## src/include/csa_params.svh

```systemverilog
`ifndef CSA_PARAMS_SVH
`define CSA_PARAMS_SVH

// field widths
`define CSA_WORD_W 32
`define CSA_IN_W 48
`define CSA_STATE_W 64

// ring stages, one round each
`define CSA_PIPE_DEPTH 8
`define CSA_ROUND_ROT 8

// fixed sbox input of the cipher core
`define CSA_SB_CONST 64'hE613DB6DC11C4524

`endif

```

## src/verilog/csa_pkg.sv

```systemverilog
`default_nettype none

package csa_pkg;

`include "csa_params.svh"

	typedef logic [`CSA_WORD_W-1:0] word_t; // block tag, times, counts
	typedef logic [`CSA_IN_W-1:0] in_t;
	typedef logic [`CSA_STATE_W-1:0] state_t;

	// stand-in round: xor with sbox constant, then rotate left
	function automatic state_t csa_round(input state_t s);
		state_t x;
		x = s ^ `CSA_SB_CONST;
		return (x << `CSA_ROUND_ROT) | (x >> (`CSA_STATE_W - `CSA_ROUND_ROT));
	endfunction

endpackage

`default_nettype wire

```

## src/verilog/csa_calc_top.sv

```systemverilog
`timescale 1ns/1ps
`default_nettype none

`include "csa_params.svh"

module csa_calc_top (
	input wire clk,
	input wire rst_n,

	input wire fifo_ready_i,
	input wire csa_pkg::word_t fifo_block_i,
	input wire csa_pkg::in_t fifo_in_i,
	input wire csa_pkg::word_t fifo_times_i,
	input wire csa_pkg::word_t fifo_start_i,
	output wire fifo_ren_o,

	output wire ready_o,
	output wire csa_pkg::word_t block_o,
	output wire csa_pkg::in_t in_o,
	output wire csa_pkg::word_t times_o,
	output wire csa_pkg::word_t start_o,
	output wire csa_pkg::state_t out_o
);
	import csa_pkg::*;

	// feed output into the first stage
	logic fd_valid;
	word_t fd_block;
	in_t fd_in;
	word_t fd_times;
	word_t fd_start;
	word_t fd_left;
	state_t fd_state;

	// ring links, index k is the output of stage k
	logic lk_valid [1:`CSA_PIPE_DEPTH];
	word_t lk_block [1:`CSA_PIPE_DEPTH];
	in_t lk_in [1:`CSA_PIPE_DEPTH];
	word_t lk_times [1:`CSA_PIPE_DEPTH];
	word_t lk_start [1:`CSA_PIPE_DEPTH];
	word_t lk_left [1:`CSA_PIPE_DEPTH];
	state_t lk_state [1:`CSA_PIPE_DEPTH];

	// recirculation back to the entry
	logic rc_valid;
	word_t rc_block;
	in_t rc_in;
	word_t rc_times;
	word_t rc_start;
	word_t rc_left;
	state_t rc_state;

	csa_feed u_csa_feed (
		.fifo_ready_i (fifo_ready_i),
		.fifo_block_i (fifo_block_i),
		.fifo_in_i    (fifo_in_i),
		.fifo_times_i (fifo_times_i),
		.fifo_start_i (fifo_start_i),
		.fifo_ren_o   (fifo_ren_o),
		.rc_valid_i   (rc_valid),
		.rc_block_i   (rc_block),
		.rc_in_i      (rc_in),
		.rc_times_i   (rc_times),
		.rc_start_i   (rc_start),
		.rc_left_i    (rc_left),
		.rc_state_i   (rc_state),
		.out_valid_o  (fd_valid),
		.out_block_o  (fd_block),
		.out_in_o     (fd_in),
		.out_times_o  (fd_times),
		.out_start_o  (fd_start),
		.out_left_o   (fd_left),
		.out_state_o  (fd_state)
	);

	for (genvar g = 0; g < `CSA_PIPE_DEPTH; g++) begin : g_stage
		logic s_valid;
		word_t s_block;
		in_t s_in;
		word_t s_times;
		word_t s_start;
		word_t s_left;
		state_t s_state;

		if (g == 0) begin : g_first
			assign s_valid = fd_valid;
			assign s_block = fd_block;
			assign s_in = fd_in;
			assign s_times = fd_times;
			assign s_start = fd_start;
			assign s_left = fd_left;
			assign s_state = fd_state;
		end else begin : g_next
			assign s_valid = lk_valid[g];
			assign s_block = lk_block[g];
			assign s_in = lk_in[g];
			assign s_times = lk_times[g];
			assign s_start = lk_start[g];
			assign s_left = lk_left[g];
			assign s_state = lk_state[g];
		end

		csa_round_stage u_stage (
			.clk         (clk),
			.rst_n       (rst_n),
			.in_valid_i  (s_valid),
			.in_block_i  (s_block),
			.in_in_i     (s_in),
			.in_times_i  (s_times),
			.in_start_i  (s_start),
			.in_left_i   (s_left),
			.in_state_i  (s_state),
			.out_valid_o (lk_valid[g+1]),
			.out_block_o (lk_block[g+1]),
			.out_in_o    (lk_in[g+1]),
			.out_times_o (lk_times[g+1]),
			.out_start_o (lk_start[g+1]),
			.out_left_o  (lk_left[g+1]),
			.out_state_o (lk_state[g+1])
		);
	end

	csa_retire u_csa_retire (
		.clk        (clk),
		.rst_n      (rst_n),
		.in_valid_i (lk_valid[`CSA_PIPE_DEPTH]),
		.in_block_i (lk_block[`CSA_PIPE_DEPTH]),
		.in_in_i    (lk_in[`CSA_PIPE_DEPTH]),
		.in_times_i (lk_times[`CSA_PIPE_DEPTH]),
		.in_start_i (lk_start[`CSA_PIPE_DEPTH]),
		.in_left_i  (lk_left[`CSA_PIPE_DEPTH]),
		.in_state_i (lk_state[`CSA_PIPE_DEPTH]),
		.rc_valid_o (rc_valid),
		.rc_block_o (rc_block),
		.rc_in_o    (rc_in),
		.rc_times_o (rc_times),
		.rc_start_o (rc_start),
		.rc_left_o  (rc_left),
		.rc_state_o (rc_state),
		.ready_o    (ready_o),
		.block_o    (block_o),
		.in_o       (in_o),
		.times_o    (times_o),
		.start_o    (start_o),
		.out_o      (out_o)
	);

endmodule

`default_nettype wire

```

## src/verilog/csa_feed.sv

```systemverilog
`timescale 1ns/1ps
`default_nettype none

module csa_feed (
	input wire fifo_ready_i,
	input wire csa_pkg::word_t fifo_block_i,
	input wire csa_pkg::in_t fifo_in_i,
	input wire csa_pkg::word_t fifo_times_i,
	input wire csa_pkg::word_t fifo_start_i,
	output logic fifo_ren_o,

	input wire rc_valid_i,
	input wire csa_pkg::word_t rc_block_i,
	input wire csa_pkg::in_t rc_in_i,
	input wire csa_pkg::word_t rc_times_i,
	input wire csa_pkg::word_t rc_start_i,
	input wire csa_pkg::word_t rc_left_i,
	input wire csa_pkg::state_t rc_state_i,

	output logic out_valid_o,
	output csa_pkg::word_t out_block_o,
	output csa_pkg::in_t out_in_o,
	output csa_pkg::word_t out_times_o,
	output csa_pkg::word_t out_start_o,
	output csa_pkg::word_t out_left_o,
	output csa_pkg::state_t out_state_o
);
	import csa_pkg::*;

	state_t seed;

	// input word zero-extended into the cipher state
	assign seed = state_t'(fifo_in_i);

	// pop only when the arriving slot is free
	assign fifo_ren_o = fifo_ready_i & ~rc_valid_i;

	always_comb begin
		if (rc_valid_i) begin // job going around again
			out_valid_o = 1'b1;
			out_block_o = rc_block_i;
			out_in_o = rc_in_i;
			out_times_o = rc_times_i;
			out_start_o = rc_start_i;
			out_left_o = rc_left_i;
			out_state_o = rc_state_i;
		end else begin
			// times of zero is popped and dropped
			out_valid_o = fifo_ren_o && (fifo_times_i != '0);
			out_block_o = fifo_block_i;
			out_in_o = fifo_in_i;
			out_times_o = fifo_times_i;
			out_start_o = fifo_start_i;
			out_left_o = fifo_times_i - fifo_start_i; // passes left
			out_state_o = seed;
		end
	end

endmodule

`default_nettype wire

```

## src/verilog/csa_retire.sv

```systemverilog
`timescale 1ns/1ps
`default_nettype none

module csa_retire (
	input wire clk,
	input wire rst_n,

	input wire in_valid_i,
	input wire csa_pkg::word_t in_block_i,
	input wire csa_pkg::in_t in_in_i,
	input wire csa_pkg::word_t in_times_i,
	input wire csa_pkg::word_t in_start_i,
	input wire csa_pkg::word_t in_left_i,
	input wire csa_pkg::state_t in_state_i,

	output logic rc_valid_o,
	output csa_pkg::word_t rc_block_o,
	output csa_pkg::in_t rc_in_o,
	output csa_pkg::word_t rc_times_o,
	output csa_pkg::word_t rc_start_o,
	output csa_pkg::word_t rc_left_o,
	output csa_pkg::state_t rc_state_o,

	output logic ready_o,
	output csa_pkg::word_t block_o,
	output csa_pkg::in_t in_o,
	output csa_pkg::word_t times_o,
	output csa_pkg::word_t start_o,
	output csa_pkg::state_t out_o
);
	import csa_pkg::*;

	logic done;
	word_t left_dec;

	assign done = in_valid_i && (in_left_i == '0); // last pass finished
	assign left_dec = in_left_i - word_t'(1);

	// recirculation link, combinational so a pass stays DEPTH cycles
	assign rc_valid_o = in_valid_i && !done;
	assign rc_block_o = in_block_i;
	assign rc_in_o = in_in_i;
	assign rc_times_o = in_times_i;
	assign rc_start_o = in_start_i;
	assign rc_left_o = left_dec;
	assign rc_state_o = in_state_i;

	always_ff @(posedge clk) begin
		if (!rst_n) begin
			ready_o <= 1'b0;
			block_o <= '0;
			in_o <= '0;
			times_o <= '0;
			start_o <= '0;
			out_o <= '0;
		end else begin
			ready_o <= done; // single cycle pulse
			// results hold until the next retirement
			if (done) begin
				block_o <= in_block_i;
				in_o <= in_in_i;
				times_o <= in_times_i;
				start_o <= in_start_i;
				out_o <= in_state_i;
			end
		end
	end

endmodule

`default_nettype wire

```

## src/verilog/csa_round_stage.sv

```systemverilog
`timescale 1ns/1ps
`default_nettype none

module csa_round_stage (
	input wire clk,
	input wire rst_n,

	input wire in_valid_i,
	input wire csa_pkg::word_t in_block_i,
	input wire csa_pkg::in_t in_in_i,
	input wire csa_pkg::word_t in_times_i,
	input wire csa_pkg::word_t in_start_i,
	input wire csa_pkg::word_t in_left_i,
	input wire csa_pkg::state_t in_state_i,

	output logic out_valid_o,
	output csa_pkg::word_t out_block_o,
	output csa_pkg::in_t out_in_o,
	output csa_pkg::word_t out_times_o,
	output csa_pkg::word_t out_start_o,
	output csa_pkg::word_t out_left_o,
	output csa_pkg::state_t out_state_o
);
	import csa_pkg::*;

	state_t next_state;

	assign next_state = csa_round(in_state_i);

	always_ff @(posedge clk) begin
		if (!rst_n) begin
			out_valid_o <= 1'b0;
			out_block_o <= '0;
			out_in_o <= '0;
			out_times_o <= '0;
			out_start_o <= '0;
			out_left_o <= '0;
			out_state_o <= '0;
		end else begin
			out_valid_o <= in_valid_i; // empty slots travel too
			out_block_o <= in_block_i;
			out_in_o <= in_in_i;
			out_times_o <= in_times_i;
			out_start_o <= in_start_i;
			out_left_o <= in_left_i;
			// one round per stage
			out_state_o <= next_state;
		end
	end

endmodule

`default_nettype wire
```

## config.mk

```make
export PLATFORM = sky130hd
export DESIGN_NAME = csa_calc_top
export DESIGN_NICKNAME = d
export VERILOG_FILES = /design/src/verilog/csa_pkg.sv /design/src/verilog/csa_calc_top.sv /design/src/verilog/csa_feed.sv /design/src/verilog/csa_retire.sv /design/src/verilog/csa_round_stage.sv
export VERILOG_INCLUDE_DIRS = /design/src /design/src/include
export SDC_FILE = /design/constraint.sdc
export NUM_CORES = 2
export LEC_CHECK = 0
export BUFFER_PORTS_ARGS = -buffer_cell sky130_fd_sc_hd__buf_2
export CORE_ASPECT_RATIO = 1.25
export CORE_MARGIN = 1
export CORE_UTILIZATION = 55
export DETAILED_ROUTE_END_ITERATION = 7
export HOLD_SLACK_MARGIN = 0.12
export PLACE_DENSITY = 0.73
export RECOVER_POWER = 100
export SYNTH_ARGS = -nofsm -noshare
export SYNTH_HDL_FRONTEND = slang
export SYNTH_SLANG_ARGS = --single-unit
```

## constraint.sdc

```tcl
create_clock -name clk -period 3.3 [get_ports clk]
set_clock_uncertainty 0.15 [all_clocks]
set_input_delay 0.33 -clock clk [delete_from_list [all_inputs] [get_ports clk]]
set_output_delay 0.33 -clock clk [all_outputs]
set_load 0.1 [all_outputs]
```

==> flow_summary.json <==
{
  "run_status": "finished with violations",
  "violations": "max-capacitance violations, max-slew violations",
  "max_freq_mhz": 316,
  "hold_class": "in -> reg",
  "antenna_found_initial": 5,
  "clockBufferDepth": 3,
  "cts_made_buffers": 185,
  "drive_gt1_share_pct": 8.41,
  "syn_inst": 5803,
  "area_growth_pct": 16.8,
  "placed_cell_area_mm2": 0.0653,
  "avgSynthCellArea_um2": 10.7,
  "layout_common_cells": "dfxtp_1, and2_1, nand2_1, a21oi_1, and2_0",
  "cts_tree": "done",
  "tightest_slew_ps": 2160,
  "cp_slowest_cell": "clkbuf_2",
  "dr.pass1.iters": 5,
  "synth-edff-count": 0,
  "gp_congestion": 0.900,
  "grt_pass1_wl_um": 192000,
  "dieArea_mm2": 0.115,
  "grt_usage_pct": 21.2,
  "crit_fanout": 34,
  "start_kind": "flop",
  "regArea_mm2": 0.0428,
  "power_density_mw_per_mm2": 694,
  "ant_nets": 0,
  "vias": 38100,
  "holdPathStages": 4,
  "maxSlewHeadroom_pct": -43.7,
  "insertion_delay_ps": 810,
  "ys.flop_type": "dfxtp_1",
  "final_common_cell": "dfxtp_1",
  "synth_nets": 5983,
  "worst-r2r-cell-count": 8,
  "overflow": 0,
  "portBuffers": 356,
  "max_cap_violations": 6,
  "synth_area_mm2": 0.0623,
  "crit_chain": "or4_4, nor4_4, nand4_4, o21ai_4, buf_4, clkbuf_2, nand2_1, a21oi_1",
  "rows": 137,
  "setup_viol": 0,
  "cpLargestDelayFamily": "simple AND/OR/NAND/NOR gates",
  "clockRootBuffer": "clkbuf_16",
  "maxSlewViolCount": 848,
  "hpwl_um": 72000,
  "post_drt_wl_per_cell_um": 15.5,
  "path_buf_inv": 2,
  "required_ps": 3810,
  "power_mw": 50.5,
  "postLayoutCoreUtil_pct": 65.0,
  "cts_sinks": 2137,
  "ir_worst_vdd_uv": 584,
  "ys_types": 69,
  "stdcell_area_mm2": 0.0728,
  "coreArea_mm2": 0.112,
  "nets": 6403,
  "grt_max_degree": 246,
  "end_kind": "flop",
  "async_flop_share_pct": 0,
  "drc": 0,
  "synth-seq-area-share_pct": 68.7,
  "dieHeight_um": 378,
  "layout_min_cycle_time_ps": 3170,
  "first_iter_violations": 2149,
  "ioPinCount": 357,
  "post-route-period-util_pct": 95.9,
  "cp.depth": 8,
  "critPathMaxStageDelay_ps": 710,
  "cts.htree.levels": 4,
  "initial_core_util_pct": 55.6,
  "yosys_register_bits": 2137,
  "p_leak_nw": 29.7,
  "fill_cells": 8708,
  "wirelength_um": 122000,
  "cp.arrival_ps": 3670,
  "multi_input_area_mm2": 0.0179,
  "path_clk_slew_ps": 70,
  "vias_per_cell": 4.86,
  "grt_pass1_vias": 36400,
  "criticalPathCategory": "reg -> reg",
  "rsz0062_at_grt": "false",
  "die_w_um": 303,
  "hold_viol_final": 0,
  "yosys_warnings": 0
}
## tightest hold or removal path, delay by kind of cell
kind | cells | cell delay (ps)
buf+inv | 2 | 650
compound gates | 1 | 50
simple gates | 1 | 50
## metal layers
| layer | vias up | global-route usage, % | part of all wire, % |
|---|---|---|---|
| li1 | 19000 | - | - |
| met1 | 18000 | 28.0 | 46 |
| met3 | 219 | 4.36 | 5.1 |
| met5 | - | 0 | 0.054 |
| met4 | 10 | 8.09 | 3.0 |
| met2 | 843 | 33.9 | 46 |
## Yosys cell counts (all sizes together), types with 22 or more instances
library cell / instances / area share [%]
o21ai: 22 / 0.18
nor2: 259 / 1.6
ha: 32 / 0.64
nand2: 792 / 4.8
buf: 70 / 0.72
xnor2: 28 / 0.39
and2: 1483 / 15
clkbuf: 272 / 1.6
and3: 32 / 0.32
dfxtp: 2137 / 69
inv: 43 / 0.26
a21oi: 430 / 3.5
## logic make-up after synthesis
group	after synthesis	share of synthesized area (%)
simple gates	2659	22.5
flops	2137	68.7
compound gates	542	4.83
buf+inv	386	2.62
xor+xnor	43	0.605
fa+ha+maj	33	0.675
mux	3	0.0482
## final timing paths
kind,start,end,slack (ps)
max reg2reg,g_stage[7].u_stage.out_left_o[20]$_SDFF_PN0_,g_stage[0].u_stage.out_start_o[13]$_SDFF_PN0_,130
min reg2reg,g_stage[2].u_stage.out_state_o[2]$_SDFF_PN0_,g_stage[3].u_stage.out_state_o[10]$_SDFF_PN0_,220
min,fifo_block_i[11],g_stage[0].u_stage.out_block_o[11]$_SDFF_PN0_,180
max,g_stage[7].u_stage.out_left_o[20]$_SDFF_PN0_,g_stage[0].u_stage.out_start_o[13]$_SDFF_PN0_,130
## repair_timing
| action | 4_1_cts | 5_1_grt |
|---|---|---|
| pin swaps | 5 | 3 |
| gates resized for setup | 8 | 4 |
| hold buffers | 150 | 0 |
| buffers inserted | 4 | 0 |
| hold endpoints to repair | 334 | 0 |
| setup endpoints to repair | 1 | 2 |
## through the flow
step / setup slack (ps) / hold WS, ps / instances / TNS [ps]
2_1_floorplan: 85.8 / 213 / 5803 / 0
3_3_place_gp: -2.98 / 214 / 7341 / -2.98
3_5_place_dp: -108 / 217 / 7341 / -123
4_1_cts: -60.2 / 120 / 7832 / -60.2
5_1_grt: 14.6 / 157 / 7832 / 0
6_report: 135 / 181 / 7834 / 0
## flip-flops by register name, summed over array words and instances, names as in the netlist, 48 cells and up
| signal | count |
|---|---|
| g_stage.u_stage.out_start_o | 256 |
| u_csa_retire.out_o | 64 |
| u_csa_retire.in_o | 48 |
| g_stage.u_stage.out_in_o | 384 |
| g_stage.u_stage.out_times_o | 256 |
| g_stage.u_stage.out_state_o | 512 |
| g_stage.u_stage.out_block_o | 256 |
| g_stage.u_stage.out_left_o | 256 |
## cell type report
| cell class | instances | area share, % |
|---|---|---|
| Antenna cell | 2 | 0.00688 |
| Multi-Input combinational cell | 3280 | 24.6 |
| Timing Repair Buffer | 575 | 5.06 |
| Clock inverter | 70 | 1.25 |
| Sequential cell | 2137 | 58.8 |
| Tap cell | 1459 | 2.51 |
| Clock buffer | 267 | 7.50 |
| Inverter | 44 | 0.227 |
## power by group
part	switching (mW)	total, mW	internal [mW]
combinational	0.968	1.66	0.695
sequential	0.178	26.7	26.5
clock	9.33	22.1	12.8
total	10.5	50.5	40.0
No activity file was read; power rests on OpenSTA's default activity.
